`config.mk`:
```
export PLATFORM = sky130hd
export DESIGN_NAME = dtag_bank
export DESIGN_NICKNAME = d
export VERILOG_FILES = /design/src/verilog/dcache_types_pkg.sv /design/src/verilog/dtag_bank.sv
export VERILOG_INCLUDE_DIRS = /design/src /design/src/verilog
export SDC_FILE = /design/constraint.sdc
export NUM_CORES = 1
export LEC_CHECK = 0
export ABC_AREA = 1
export BUFFER_PORTS_ARGS = -buffer_cell sky130_fd_sc_hd__buf_2
export CORE_ASPECT_RATIO = 1.1
export CORE_MARGIN = 2
export CORE_UTILIZATION = 45
export CTS_BUF_LIST = sky130_fd_sc_hd__clkbuf_16
export DETAILED_ROUTE_END_ITERATION = 12
export SYNTH_ARGS = -nofsm -noshare
export SYNTH_HDL_FRONTEND = slang
export SYNTH_SLANG_ARGS = --single-unit
```
`constraint.sdc`:
```
create_clock -name clk -period 3.4 [get_ports clk]
set_input_delay 0.34 -clock clk [delete_from_list [all_inputs] [get_ports clk]]
set_output_delay 0.34 -clock clk [all_outputs]
set_load 0.05 [all_outputs]
```
`src/verilog/dcache_config.svh`:
```
`ifndef DCACHE_CONFIG_SVH
`define DCACHE_CONFIG_SVH

// Cache geometry
`define DCACHE_WAYS       2
`define DCACHE_SETS       16
`define DCACHE_LINE_W     4
`define DCACHE_ADDR_W     32

// Derived field widths
`define DCACHE_WAY_W      $clog2(`DCACHE_WAYS)
`define DCACHE_SET_W      $clog2(`DCACHE_SETS)
`define DCACHE_WORD_W     $clog2(`DCACHE_LINE_W)
`define DCACHE_TAG_W      (`DCACHE_ADDR_W - `DCACHE_SET_W - `DCACHE_WORD_W)

// Address layout, byte offset sits below the word index
`define DCACHE_WORD_LSB   2
`define DCACHE_SET_LSB    (`DCACHE_WORD_LSB + `DCACHE_WORD_W)
`define DCACHE_BANK_WORDS (`DCACHE_WAYS * `DCACHE_SETS * `DCACHE_LINE_W)

`endif

```
`src/verilog/dcache_types_pkg.sv`:
```
`default_nettype none

`include "dcache_config.svh"

package dcache_types_pkg;

    // Processor side
    typedef logic [`DCACHE_ADDR_W-1:0] addr_t;
    typedef logic [31:0] word_t;
    typedef logic [3:0] be_t;

    // Address fields
    typedef logic [`DCACHE_SET_W-1:0] set_idx_t;
    typedef logic [`DCACHE_WORD_W-1:0] word_idx_t;
    // Top address bits, overlaps the upper set bits
    typedef logic [`DCACHE_TAG_W-1:0] tag_t;

    // Way selection
    typedef logic [`DCACHE_WAYS-1:0] way_vec_t;
    typedef logic [`DCACHE_WAY_W-1:0] way_idx_t;

    // Data bank word address: way, set, word
    typedef logic [`DCACHE_WAY_W+`DCACHE_SET_W+`DCACHE_WORD_W-1:0] bank_addr_t;

endpackage

`default_nettype wire

```
`src/verilog/dtag_bank.sv`:
```
`timescale 1ns/1ns
`default_nettype none

`include "dcache_config.svh"

module dtag_bank
    import dcache_types_pkg::*;
(
    input  wire           clk,
    input  wire           rst,
    input  wire           s1_adv,
    input  wire addr_t    s1_addr,
    input  wire addr_t    s2_addr,
    input  wire           update,
    input  wire way_vec_t update_way,
    output logic          tag_hit,
    output way_vec_t      hit_way
);

    tag_t     tags  [`DCACHE_WAYS][`DCACHE_SETS];
    logic     valid [`DCACHE_WAYS][`DCACHE_SETS];
    tag_t     rd_tag [`DCACHE_WAYS];
    way_vec_t rd_valid;
    set_idx_t s1_set;
    set_idx_t s2_set;
    tag_t     s2_tag;

    assign s1_set = s1_addr[`DCACHE_SET_LSB +: `DCACHE_SET_W];
    assign s2_set = s2_addr[`DCACHE_SET_LSB +: `DCACHE_SET_W];
    assign s2_tag = s2_addr[`DCACHE_ADDR_W-1 -: `DCACHE_TAG_W];

    //////////////////////////////////////////////////
    // Stage 1 lookup, registered read of every way
    always_ff @(posedge clk) begin
        if (s1_adv) begin
            for (int w = 0; w < `DCACHE_WAYS; w++) begin
                rd_tag[w]   <= tags[w][s1_set];
                rd_valid[w] <= valid[w][s1_set];
            end
        end
    end

    // Line update writes stage 2 tag into fill way
    always_ff @(posedge clk) begin
        for (int w = 0; w < `DCACHE_WAYS; w++) begin
            if (update & update_way[w])
                tags[w][s2_set] <= s2_tag;
        end
    end

    // Valid bits, whole array swept clear on reset
    always_ff @(posedge clk) begin
        if (rst) begin
            for (int w = 0; w < `DCACHE_WAYS; w++) begin
                for (int s = 0; s < `DCACHE_SETS; s++)
                    valid[w][s] <= 1'b0;
            end
        end else begin
            for (int w = 0; w < `DCACHE_WAYS; w++) begin
                if (update & update_way[w])
                    valid[w][s2_set] <= 1'b1;
            end
        end
    end

    //////////////////////////////////////////////////
    // Stage 2 compare
    always_comb begin
        for (int w = 0; w < `DCACHE_WAYS; w++)
            hit_way[w] = rd_valid[w] & (rd_tag[w] == s2_tag);
    end

    assign tag_hit = |hit_way;

endmodule

`default_nettype wire
```
# Yosys cells after proc, flatten, opt, wreduce, memory -nomap -nowiden
# Memories as Yosys holds them, arrays and structs flattened.
# Cells that the tools add are included.
dict set report classes {
  reduce_logical 2
  n_addsub 0
  shifts 0
  bitwise_logic 38
  eq_ne 2
  mux 60
  div_mod_pow 0
  n_lt_le_gt_ge 3
  n_mul 0
}
# op n
set op_table {}
lappend op_table {{416-bit two-way mux} 2}
lappend op_table {{26-bit binary-select mux with 4-bit select} 2}
lappend op_table {{26-bit two-way mux} 5}
lappend op_table {{26-bit demux with 4-bit select} 1}
lappend op_table {{26-bit equality test} 2}
lappend op_table {{1-bit two-way mux} 45}
lappend op_table {{16-bit two-way mux} 2}
lappend op_table {{1-bit bitwise OR} 32}
lappend op_table {{5-bit >= comparator, second input constant} 2}
lappend op_table {{4-bit inverter with 5-bit output} 2}
lappend op_table {{1-bit binary-select mux with 4-bit select} 2}
lappend op_table {{5-bit by 1-bit < comparator with 1-bit output, second input constant} 1}
lappend op_table {{1-bit AND} 4}
lappend op_table {{1-bit demux with 4-bit select} 1}
lappend op_table {{2-bit OR reduction} 1}
lappend op_table {{1-bit logical AND} 1}
dict set report word_totals {
  reg_bits 2
  wordCells 109
  mem_bits_rw 916
  in_bits 70
  latch_bits 0
  mem_bits_ro 0
  n_memories 3
  out_inout_bits 3
}
# memory depth width read_ports rd_ports_with_merged_regs write_ports line
set mem_list {}
lappend mem_list {tags 2 416 2 0 2 dtag_bank.sv:20} ;# tag_t tags [`DCACHE_WAYS][`DCACHE_SETS];
lappend mem_list {rd_tag 2 26 2 0 2 dtag_bank.sv:22} ;# tag_t rd_tag [`DCACHE_WAYS];
lappend mem_list {valid 2 16 2 0 2 dtag_bank.sv:21} ;# logic valid [`DCACHE_WAYS][`DCACHE_SETS];

# Depth between registers and ports, before layout
# Gate-level depths: netlist (run 1).
dict set report depth {
  ltp_word 7
  depth_mapped 10
  mapped_depth_nobuf 10
}

# Worst setup path before layout (run 1)
# Ideal clock, no wire load.
dict set report synth_timing {
  kind {input to register}
  start {input port update}
  end {memory tags[0][286] (netlist name), enable pin}
  arrival_time_ns 1.849
  setup_slack_ns 1.141
  required_ns 2.990
  setup_ns 0.410
  cell_stages 3
  path_buffers 1
  cell_sequence {nand2_1 > clkbuf_1 > nor2_1}
}
# element line
set synth_lines {}
lappend synth_lines {{start: declaration} dtag_bank.sv:14} ;# input wire update,
lappend synth_lines {{end: declaration} dtag_bank.sv:20}

==> results of run 1 <==
==> cell type report <==
cell class | instances | area [um^2]
Tap cell | 1073 | 1340
Sequential cell | 918 | 27200
Inverter | 503 | 1890
Timing Repair Buffer | 134 | 1290
Multi-Input combinational cell | 1484 | 8040
Clock inverter | 71 | 621
Clock buffer | 95 | 2380
Fill cell | 7043 | 40500
==> per-layer routing <==
layer / GRT usage [%] / wire length [um] / part of all wire, %
met1: 31.3 / 41400 / 42
met3: 3.17 / 6860 / 6.9
met5: 0 / 23 / 0.023
met2: 38.2 / 47700 / 48
met4: 8.26 / 3200 / 3.2
==> power by group through the flow <==
stage                     clock network (uW)  registers [uW]  logic [uW]
after global placement                     0           12900        1380
after floorplan                            0           12900         833
after CTS                              10300           12700        1410
after detailed placement                   0           12900        1410
after global routing                   10700           12700        1560
final                                  10100           12700        1410
==> through the flow <==
step	hold WS, ns	area (um^2)	instances
floorplan	0.435	37800	3088
global placement	0.443	39800	4111
detailed placement	0.448	39800	4111
CTS	0.0161	42800	4278
global route	0.0340	42800	4278
finish	0.0340	42800	4278
==> logic make-up after synthesis <==
family	after synthesis
DFF	918
and+or+nand+nor	778
buffers and inverters	686
AOI/OAI and AO/OA	682
xor gates and xnor gates	24
==> state kept, by name, indices dropped and copies added, names as in the netlist <==
| signal | flops |
|---|---|
| valid | 32 |
| rd_valid | 2 |
| tags | 832 |
| rd_tag | 52 |
==> layout by cell type (no fill, tap or decap), types with 2 or more instances in the layout <==
master | synthesis | final
sky130_fd_sc_hd__a21oi_1 | 217 | 217
sky130_fd_sc_hd__buf_12 | 0 | 28
sky130_fd_sc_hd__buf_2 | 84 | 35
sky130_fd_sc_hd__buf_4 | 2 | 68
sky130_fd_sc_hd__buf_8 | 0 | 2
sky130_fd_sc_hd__bufinv_16 | 0 | 11
sky130_fd_sc_hd__clkbuf_16 | 0 | 95
sky130_fd_sc_hd__clkinv_1 | 1 | 14
sky130_fd_sc_hd__clkinv_2 | 0 | 22
sky130_fd_sc_hd__clkinvlp_4 | 0 | 6
sky130_fd_sc_hd__dfxtp_1 | 32 | 32
sky130_fd_sc_hd__edfxtp_1 | 886 | 886
sky130_fd_sc_hd__inv_1 | 500 | 515
sky130_fd_sc_hd__inv_2 | 2 | 2
sky130_fd_sc_hd__inv_6 | 0 | 2
sky130_fd_sc_hd__nand2_1 | 387 | 387
sky130_fd_sc_hd__nand3_1 | 331 | 331
sky130_fd_sc_hd__nand4_1 | 2 | 2
sky130_fd_sc_hd__nor2_1 | 56 | 24
sky130_fd_sc_hd__nor2_4 | 0 | 32
sky130_fd_sc_hd__o211ai_1 | 170 | 170
sky130_fd_sc_hd__o211ai_2 | 46 | 46
sky130_fd_sc_hd__o21a_1 | 16 | 16
sky130_fd_sc_hd__o21ai_0 | 217 | 217
sky130_fd_sc_hd__o22ai_1 | 16 | 16
sky130_fd_sc_hd__or2_2 | 2 | 2
sky130_fd_sc_hd__xnor2_1 | 24 | 24
==> cell usage after synthesis <==
master,n,area [um^2]
sky130_fd_sc_hd__buf_1,28,105
sky130_fd_sc_hd__or2_2,2,12.5
sky130_fd_sc_hd__dfxtp_1,32,641
sky130_fd_sc_hd__nand4_1,2,12.5
sky130_fd_sc_hd__buf_2,84,420
sky130_fd_sc_hd__o211ai_1,170,1280
sky130_fd_sc_hd__o21a_1,16,120
sky130_fd_sc_hd__nand3_1,331,1660
sky130_fd_sc_hd__o21ai_0,217,1090
sky130_fd_sc_hd__nand2_1,387,1450
sky130_fd_sc_hd__buf_4,2,15.0
sky130_fd_sc_hd__inv_1,500,1880
sky130_fd_sc_hd__nor2_1,56,210
sky130_fd_sc_hd__inv_2,2,7.51
sky130_fd_sc_hd__o22ai_1,16,100
sky130_fd_sc_hd__o211ai_2,46,576
sky130_fd_sc_hd__xnor2_1,24,210
sky130_fd_sc_hd__edfxtp_1,886,26600
sky130_fd_sc_hd__a21oi_1,217,1090
sky130_fd_sc_hd__clkinv_1,1,3.75
sky130_fd_sc_hd__clkbuf_1,55,206
sky130_fd_sc_hd__buf_6,14,158
==> final timing paths <==
check,from,to,depth (start not counted)
hold reg to reg,valid[0][7]$_DFF_P_,valid[0][7]$_DFF_P_,1
hold / removal,s2_addr[19],tags[0][429]$_DFFE_PP_,1
setup reg to reg,tags[0][215]$_DFFE_PP_,rd_tag[0][7]$_DFFE_PP_,6
setup / recovery,rd_tag[0][18]$_DFFE_PP_,tag_hit,8
==> impl_metrics.json, run 1 <==
{
  "run_status": "completed",
  "vdd_ir_drop_max_v": 0.000385,
  "critical_path.max_stage_delay_ns": 0.46,
  "cts.path.max_buffers": 3,
  "post_synth_inst_count": 3088,
  "part_of_the_yosys_area_used_for_sequential_elements_pct": 72.0,
  "post-route-drc-count": 0,
  "syn_avg_cell_area_um2": 12.3,
  "path_buf_inv": 1,
  "post_synth_instance_area_mm2": 0.0378,
  "max_cap_viol_count": 0,
  "finalCritPeriodShare_pct": 81.8,
  "slew_viol_final": 0,
  "cts_tree": "built",
  "power.clock.fraction_pct": 41.9,
  "worst-endpoint-arrival_ns": 2.44,
  "timing.critical_path.max_delay_family": "simple AND/OR/NAND/NOR gates",
  "cts_root_buf": "sky130_fd_sc_hd__clkbuf_16",
  "worst_pin_slew_ns": 1.06,
  "grt_pass1_wl_um": 146000,
  "clock_sinks": 918,
  "power.combinational.fraction_pct": 5.8,
  "clk-insertion-delay-late_ns": 0.65,
  "postSynthRegisterBits": 918,
  "fin_worst_skew_ns": 0.0220,
  "overflow": 0,
  "number_of_nets_with_antenna_violations_after_routing": 0,
  "via_count": 23590,
  "maxClockFrequency_mhz": 360,
  "die_height_um": 308,
  "cts.htree.levels": 3,
  "hp-class": "in2reg",
  "synth_nets": 3158,
  "antenna_cells_inserted": 0,
  "gr-usage-all-layers_pct": 23.1,
  "swShare_pct": 22.1,
  "power.density_cell_area_mw_per_mm2": 566,
  "grt_pass1_vias": 22619,
  "power.leakage_uw": 0.0159,
  "clk_transition_reported_paths_ns": 0.06,
  "detailedRoute.firstPassIterationCount": 5,
  "finalWirelength_um": 99100,
  "synth_adder_area_share_pct": 0,
  "path_max_fanout": 2,
  "netSwitchingPower_uw": 5340,
  "grt_start_max_net_pins": 102,
  "synth_top_family_by_area": "compound AO/OA/AOI/OAI gates",
  "p_int_uw": 18900,
  "worstSetupPathType": "reg2out",
  "totalPowerFinal_uw": 24200,
  "number_of_buffers_inserted_to_repair_setup_after_cts": 0,
  "initial_utilization_pct": 45.4,
  "synth_compound_gate_area_share_pct": 11.2,
  "setup.worst_path.start_class": "register",
  "ios": 73,
  "synthesis.yosys.warnings": 0,
  "yosys.area_share.xor_xnor_pct": 0.556,
  "wl_per_cell_um": 23.2,
  "rrSetupSlack_ns": 2.16,
  "num_rows": 111,
  "pre_cts_ws_ns": 0.718,
  "num-nets-final": 3202,
  "grt_antenna_before_repair": 4,
  "max-slew-margin-rel_pct": 29.4,
  "design.core.area_mm2": 0.0833,
  "drive_gt1_share_pct": 11.0,
  "die_w_um": 280,
  "cp_cell_sequence": "xnor2_1, nand2_1, nor2_1, nand2_1, nor2_1, nand2_1, nand2_1, buf_2",
  "portBuffers": 40,
  "totalNegativeSetupSlack_ns": 0,
  "crit_path_top_delay_cell": "sky130_fd_sc_hd__xnor2_1",
  "period_needed_ns": 2.78,
  "place.detailed.hpwl_um": 55400,
  "synthMuxAreaShare_pct": 0,
  "routabilityCongestion": 0.826,
  "unrepaired_setup_endpoints_after_global_routing": "no",
  "cts_repair_resize_count": 0,
  "cts_inserted_buffers": 91,
  "end_kind": "primary output",
  "layout_setup_ws_ns": 0.620,
  "drt-vias-per-instance": 5.51,
  "synth_cell_types": 22,
  "final-setup-viol-count": 0,
  "required_time_worst_endpoint_ns": 3.06,
  "power_frac_seq_pct": 52.3,
  "floorplan.die_area_mm2": 0.0864,
  "detailedRoute.firstIterationViolations": 2444,
  "synthSimpleGateAreaFrac_pct": 8.84,
  "final-hold-violation-count": 0,
  "flow.area_growth_from_synthesis_pct": 13.1,
  "hold_buffer_count_at_cts": 1,
  "layout.core_utilization_pct": 51.4,
  "most_common_cell_on_crit_path": "sky130_fd_sc_hd__nand2_1"
}
Note: power is estimated with default switching activity, not from simulation.
==> inputs of run 2 (changes only) <==
--- a/config.mk
+++ b/config.mk
@@ -6,7 +6,7 @@
 export SDC_FILE = /design/constraint.sdc
 export NUM_CORES = 1
 export LEC_CHECK = 0
-export ABC_AREA = 1
+export ABC_AREA = 0
 export BUFFER_PORTS_ARGS = -buffer_cell sky130_fd_sc_hd__buf_2
 export CORE_ASPECT_RATIO = 1.1
 export CORE_MARGIN = 2
==> constraint.sdc (replaced) <==
create_clock -name clk -period 2.73 [get_ports clk]
set_input_delay 0.273 -clock clk [delete_from_list [all_inputs] [get_ports clk]]
set_output_delay 0.273 -clock clk [all_outputs]
set_load 0.05 [all_outputs]
==> impl_metrics.json, run 2 <==
{
  "finalCritPeriodShare_pct": 116,
  "swShare_pct": 20.6,
  "unrepaired_setup_endpoints_after_global_routing": "yes",
  "clk-insertion-delay-late_ns": 0.63,
  "power.combinational.fraction_pct": 5.3,
  "max_cap_viol_count": 0,
  "end_kind": "primary output",
  "worst_pin_slew_ns": 0.621,
  "fin_area_mm2": 0.0404,
  "totalNegativeSetupSlack_ns": -1.03,
  "synth_edf_count": 886,
  "netSwitchingPower_uw": 6050,
  "fin_worst_skew_ns": 0.0169,
  "r2r_start": "tags[0][236]$_DFFE_PP_",
  "worst_reg2reg_path_depth": 3,
  "routabilityCongestion": 0.770,
  "power_frac_seq_pct": 53.6,
  "grt_pass1_vias": 17098,
  "final_cell_mix": "886 x sky130_fd_sc_hd__edfxtp_1, 216 x sky130_fd_sc_hd__mux4_2, 108 x sky130_fd_sc_hd__a22oi_1",
  "postPlaceCellArea_mm2": 0.0375,
  "floorplan.die_area_mm2": 0.0790,
  "detailedRoute.firstIterationViolations": 1691,
  "layout_setup_ws_ns": -0.444,
  "final-instance-count-excl-fill": 2842,
  "crit_path_top_delay_cell": "sky130_fd_sc_hd__or4_4",
  "synthesis.yosys.warnings": 0,
  "leading_post_synthesis_cells_by_instance_count": "886 x sky130_fd_sc_hd__edfxtp_1, 216 x sky130_fd_sc_hd__mux4_2, 108 x sky130_fd_sc_hd__a22oi_1",
  "hold-path-endpoint": "tags[0][790]$_DFFE_PP_",
  "final-hold-violation-count": 0,
  "num_rows": 106,
  "layout.core_utilization_pct": 53.2,
  "place.detailed.hpwl_um": 46200,
  "p_int_uw": 23300,
  "final.fill_count": 5782,
  "cts.path.max_buffers": 3,
  "number_of_buffers_inserted_to_repair_setup_after_cts": 0,
  "cts.htree.levels": 3,
  "flip_flop_count_of_the_largest_register_after_layout": 832,
  "postSynthRegisterBits": 918,
  "die_height_um": 295,
  "grt_pass1_wl_um": 119000,
  "syn_avg_cell_area_um2": 22.2,
  "vdd_ir_drop_max_v": 0.000367,
  "seq_area_mm2": 0.0272,
  "clk_transition_reported_paths_ns": 0.06,
  "hold_depth": 1,
  "grt_antenna_before_repair": 6,
  "critical_path.startpoint": "rd_tag[0][1]$_DFFE_PP_",
  "cts_inserted_buffers": 89,
  "die_w_um": 268,
  "power.density_cell_area_mw_per_mm2": 727,
  "gr-usage-all-layers_pct": 21.4,
  "critical_path.max_stage_delay_ns": 0.52,
  "ys_top_cells_by_area": "sky130_fd_sc_hd__edfxtp_1 77%, sky130_fd_sc_hd__mux4_2 14%, sky130_fd_sc_hd__a22oi_1 2.3%",
  "part_of_the_yosys_area_used_for_sequential_elements_pct": 78.9,
  "fraction_of_synthesis_flops_using_an_asynchronous_set_or_reset_pin_pct": 0,
  "ios": 73,
  "grt_start_max_net_pins": 55,
  "layout.cells.most_common": "sky130_fd_sc_hd__edfxtp_1",
  "detailedRoute.firstPassIterationCount": 5,
  "layout_top_registers": "tags x832, rd_tag x52, valid x32",
  "synth_cell_types": 25,
  "multiInputGateArea_mm2": 0.00726,
  "setup.worst_path.start_class": "register",
  "netlist.top_cell.by_area": "sky130_fd_sc_hd__edfxtp_1",
  "required_time_worst_endpoint_ns": 2.46,
  "cts_root_buf": "sky130_fd_sc_hd__clkbuf_16",
  "largest_reg_by_ff_count": "tags",
  "number_of_placed_instances_with_taps_included": 2679,
  "max-slew-margin-rel_pct": 58.6,
  "run_status": "finished, violations left",
  "drt-vias-per-instance": 5.81,
  "rrSetupSlack_ns": 1.21,
  "design.core.area_mm2": 0.0760,
  "worst-endpoint-arrival_ns": 2.90,
  "flow.area_growth_from_synthesis_pct": 17.0,
  "initial_utilization_pct": 45.5,
  "period_needed_ns": 3.17,
  "worst_hold_startpoint": "s2_addr[16]",
  "r2r-end": "rd_tag[0][2]$_DFFE_PP_",
  "timing.critical_path.max_delay_family": "simple AND/OR/NAND/NOR gates",
  "antenna_cells_inserted": 0,
  "post-route-drc-count": 0,
  "portBuffers": 40,
  "cp_cell_sequence": "xnor2_4, nand4_1, or4_4, nor4_4, or2_1, buf_12",
  "post_synth_instance_area_mm2": 0.0346,
  "post_synth_inst_count": 1557,
  "cts_tree": "built",
  "clock_sinks": 918,
  "cp_num_cells": 6,
  "via_count": 16504,
  "power.clock.fraction_pct": 41.1,
  "path_max_fanout": 2,
  "drive_gt1_share_pct": 31.2,
  "wl_per_cell_um": 29.0,
  "worstSetupPathType": "reg2out",
  "overflow": 0,
  "yosys.cell_count.top_type": "sky130_fd_sc_hd__edfxtp_1",
  "final-setup-viol-count": 3,
  "synth_nets": 1627,
  "power.leakage_uw": 0.0130,
  "maxClockFrequency_mhz": 315,
  "postSynth.topFlopCell": "sky130_fd_sc_hd__edfxtp_1",
  "yosysTopAreaCellShare_pct": 77.0,
  "finalWirelength_um": 82400,
  "number_of_nets_with_antenna_violations_after_routing": 0,
  "path_buf_inv": 1,
  "failing_checks": "setup timing",
  "num-nets-final": 1818,
  "hp-class": "in2reg",
  "slew_viol_final": 0
}
-- run 2: stage by stage --
step                      worst slack (ns)  total power [uW]  hold WS, ns
after floorplan                     -0.532             16800        0.372
after CTS                           -0.600             29600       0.0291
after global placement              -0.331             17600        0.445
final                               -0.444             29400       0.0481
after global routing                -0.528             30200       0.0442
after detailed placement            -0.298             17600        0.453
-- run 2: layout make-up --
class | count | area share [%]
Clock inverter | 69 | 1.45
Multi-Input combinational cell | 561 | 18.0
Clock buffer | 90 | 5.57
Timing Repair Buffer | 178 | 4.45
Tap cell | 1026 | 3.18
Sequential cell | 918 | 67.4
-- run 2: power groups by stage --
stage	combinational (uW)	sequential [uW]	clock (uW)
4_1_cts	1570	15800	12300
2_1_floorplan	785	16000	0
5_1_grt	1650	15800	12800
3_5_place_dp	1550	16000	0
3_3_place_gp	1530	16000	0
6_report	1540	15800	12100
-- run 2: how the worst max path moves through the flow --
stage / end / slack [ns]
after floorplan: tags[0][780]$_DFFE_PP_ / -0.53
after global placement: tag_hit / -0.33
after detailed placement: tag_hit / -0.30
after CTS: tag_hit / -0.60
after global routing: tag_hit / -0.53
final: tag_hit / -0.44
-- run 2: layer usage --
| layer | track usage, % | share of wire (%) | up-vias |
|---|---|---|---|
| li1 | - | - | 6916 |
| met1 | 29.5 | 42 | 8924 |
| met2 | 35.6 | 50 | 555 |
| met3 | 3.38 | 6.0 | 109 |
| met4 | 5.75 | 2.3 | 0 |
| met5 | 0 | 0 | - |
-- run 2: logic make-up after synthesis --
logic type      after synthesis  share of synthesized area, %
flops                       918                          78.9
mux                         216                          14.1
simple gates                181                          2.30
compound gates              112                          2.46
buf+inv                      78                         0.985
xor+xnor                     52                          1.32
-- run 2: what timing repair did --
item	4_1_cts	5_1_grt
pin swaps	7	5
gates resized for setup	4	1
setup endpoints to repair	3	3
hold buffers	4	0
hold endpoints to repair	8	0
-- run 2: worst register-to-register path, delay by kind of cell (launching register included) --
family,cells,cell delay [ns]
multiplexers,1,0.46
AO/OA/AOI/OAI,1,0.31
AND/OR/NAND/NOR,1,0.14
flip-flops,1,0.36
==> inputs of run 3 (changes only) <==
--- a/config.mk
+++ b/config.mk
@@ -13,6 +13,7 @@
 export CORE_UTILIZATION = 45
 export CTS_BUF_LIST = sky130_fd_sc_hd__clkbuf_16
 export DETAILED_ROUTE_END_ITERATION = 12
+export MAX_ROUTING_LAYER = met4
 export SYNTH_ARGS = -nofsm -noshare
 export SYNTH_HDL_FRONTEND = slang
 export SYNTH_SLANG_ARGS = --single-unit
==> impl_metrics.json, run 3 (synthesis results as in run 2) <==
{
  "run_status": "finished, violations left",
  "failing_checks": "setup timing",
  "detailedRoute.firstIterationViolations": 1807,
  "rrSetupSlack_ns": 1.21,
  "detailedRoute.firstPassIterationCount": 5,
  "max-slew-margin-rel_pct": 59.4,
  "clk_transition_reported_paths_ns": 0.06,
  "cp_cell_sequence": "xnor2_4, nand4_1, or4_4, nor4_4, or2_1, buf_12",
  "worst_pin_slew_ns": 0.609,
  "r2r-end": "rd_tag[0][21]$_DFFE_PP_",
  "fin_area_mm2": 0.0404,
  "final-setup-viol-count": 3,
  "worst-endpoint-arrival_ns": 2.92,
  "floorplan.die_area_mm2": 0.0790,
  "finalCritPeriodShare_pct": 117,
  "number_of_placed_instances_with_taps_included": 2679,
  "grt_pass1_vias": 17099,
  "portBuffers": 40,
  "vdd_ir_drop_max_v": 0.000369,
  "die_height_um": 295,
  "post-route-drc-count": 0,
  "postPlaceCellArea_mm2": 0.0375,
  "drive_gt1_share_pct": 31.2,
  "end_kind": "primary output",
  "overflow": 0,
  "cts.htree.levels": 3,
  "cts_root_buf": "sky130_fd_sc_hd__clkbuf_16",
  "finalWirelength_um": 82200,
  "path_max_fanout": 2,
  "wl_per_cell_um": 28.9,
  "hold_depth": 1,
  "grt_pass1_wl_um": 119000,
  "final_cell_mix": "886 x sky130_fd_sc_hd__edfxtp_1, 216 x sky130_fd_sc_hd__mux4_2, 108 x sky130_fd_sc_hd__a22oi_1",
  "fin_worst_skew_ns": 0.0209,
  "die_w_um": 268,
  "totalNegativeSetupSlack_ns": -1.06,
  "worstSetupPathType": "reg2out",
  "required_time_worst_endpoint_ns": 2.46,
  "num-nets-final": 1818,
  "cts_tree": "built",
  "place.detailed.hpwl_um": 46200,
  "ios": 73,
  "period_needed_ns": 3.19,
  "design.core.area_mm2": 0.0760,
  "r2r_start": "tags[0][47]$_DFFE_PP_",
  "slew_viol_final": 0,
  "final.fill_count": 5780,
  "unrepaired_setup_endpoints_after_global_routing": "yes",
  "max_cap_viol_count": 0,
  "drt-vias-per-instance": 5.78,
  "hp-class": "in2reg",
  "flip_flop_count_of_the_largest_register_after_layout": 832,
  "final-hold-violation-count": 0,
  "hold-path-endpoint": "tags[0][790]$_DFFE_PP_",
  "grt_antenna_before_repair": 6,
  "initial_utilization_pct": 45.5,
  "flow.area_growth_from_synthesis_pct": 17.0,
  "gr-usage-all-layers_pct": 22.0,
  "layout_setup_ws_ns": -0.459,
  "power.leakage_uw": 0.0130,
  "worst_hold_startpoint": "s2_addr[16]",
  "critical_path.max_stage_delay_ns": 0.52,
  "num_rows": 106,
  "routabilityCongestion": 0.780,
  "cts.path.max_buffers": 3,
  "hold_ws_ns": 0.0429,
  "via_count": 16442,
  "grt_start_max_net_pins": 55,
  "largest_reg_by_ff_count": "tags",
  "clk-insertion-delay-late_ns": 0.63,
  "power.density_cell_area_mw_per_mm2": 726,
  "layout_top_registers": "tags x832, rd_tag x52, valid x32",
  "worst_reg2reg_path_depth": 3,
  "layout.cells.most_common": "sky130_fd_sc_hd__edfxtp_1",
  "final-instance-count-excl-fill": 2844,
  "crit_path_top_delay_cell": "sky130_fd_sc_hd__or4_4",
  "maxClockFrequency_mhz": 314,
  "cts_inserted_buffers": 89,
  "setup.worst_path.start_class": "register",
  "clock_sinks": 918,
  "number_of_nets_with_antenna_violations_after_routing": 0
}
-- run 3: cell count changes in the layout (fill, tap and decap cells not counted), sizes merged --
| cell | before | now |
|---|---|---|
| diode | 0 | 2 |
-- run 3: final cells by class --
cell class	instances	area, um^2	area share (%)
sequential	918	27200	67.4
multi-input combinational	561	7260	18.0
clock buffer	90	2250	5.57
timing repair buffer	178	1800	4.45
tap	1026	1280	3.18
clock inverter	69	584	1.45
antenna	2	5.00	0.0124
-- run 3: worst max path at each step --
stage,from,end,depth (start not counted)
floorplan,s2_addr[4],tags[0][780]$_DFFE_PP_,4
finish,rd_tag[0][1]$_DFFE_PP_,tag_hit,6
CTS,rd_tag[0][1]$_DFFE_PP_,tag_hit,6
global route,rd_tag[0][1]$_DFFE_PP_,tag_hit,6
global placement,s2_addr[7],tag_hit,7
detailed placement,s2_addr[7],tag_hit,7
-- run 3: where the power goes --
part	internal (uW)	total (uW)	switching [uW]
Sequential	15700	15800	67.9
Clock	7000	12100	5060
Combinational	639	1540	906
Total	23300	29400	6040
-- run 3: per-stage QoR --
step                      setup slack [ns]  total power [uW]  utilization (%)
after floorplan                     -0.532             16800                -
after CTS                           -0.600             29600             53.2
final                               -0.459             29400             53.2
after global placement              -0.331             17600             49.4
after detailed placement            -0.298             17600             49.4
after global routing                -0.528             30200             53.2
-- run 3: what timing repair did --
item | in CTS | in global routing
endpoints found under the hold margin | 8 | 0
gates resized for setup | 4 | 1
hold buffers | 4 | 0
setup buffers | 0 | 0
pin swaps | 7 | 5
endpoints found under the setup margin | 3 | 3
-- run 3: metal layers --
metal,GRT usage [%],routed length (um),vias up
li1,-,-,6913
met4,5.71,1840,0
met2,35.6,41300,565
met1,29.6,33900,8852
met5,-,0,-
met3,3.30,5200,112
-- run 3: worst max-delay path, delay by kind of cell (launching register included) --
kind / cells / cell delay [ns]
XOR/XNOR: 1 / 0.26
buffers and inverters: 1 / 0.15
flip-flops: 1 / 0.46
AND/OR/NAND/NOR: 4 / 1.41
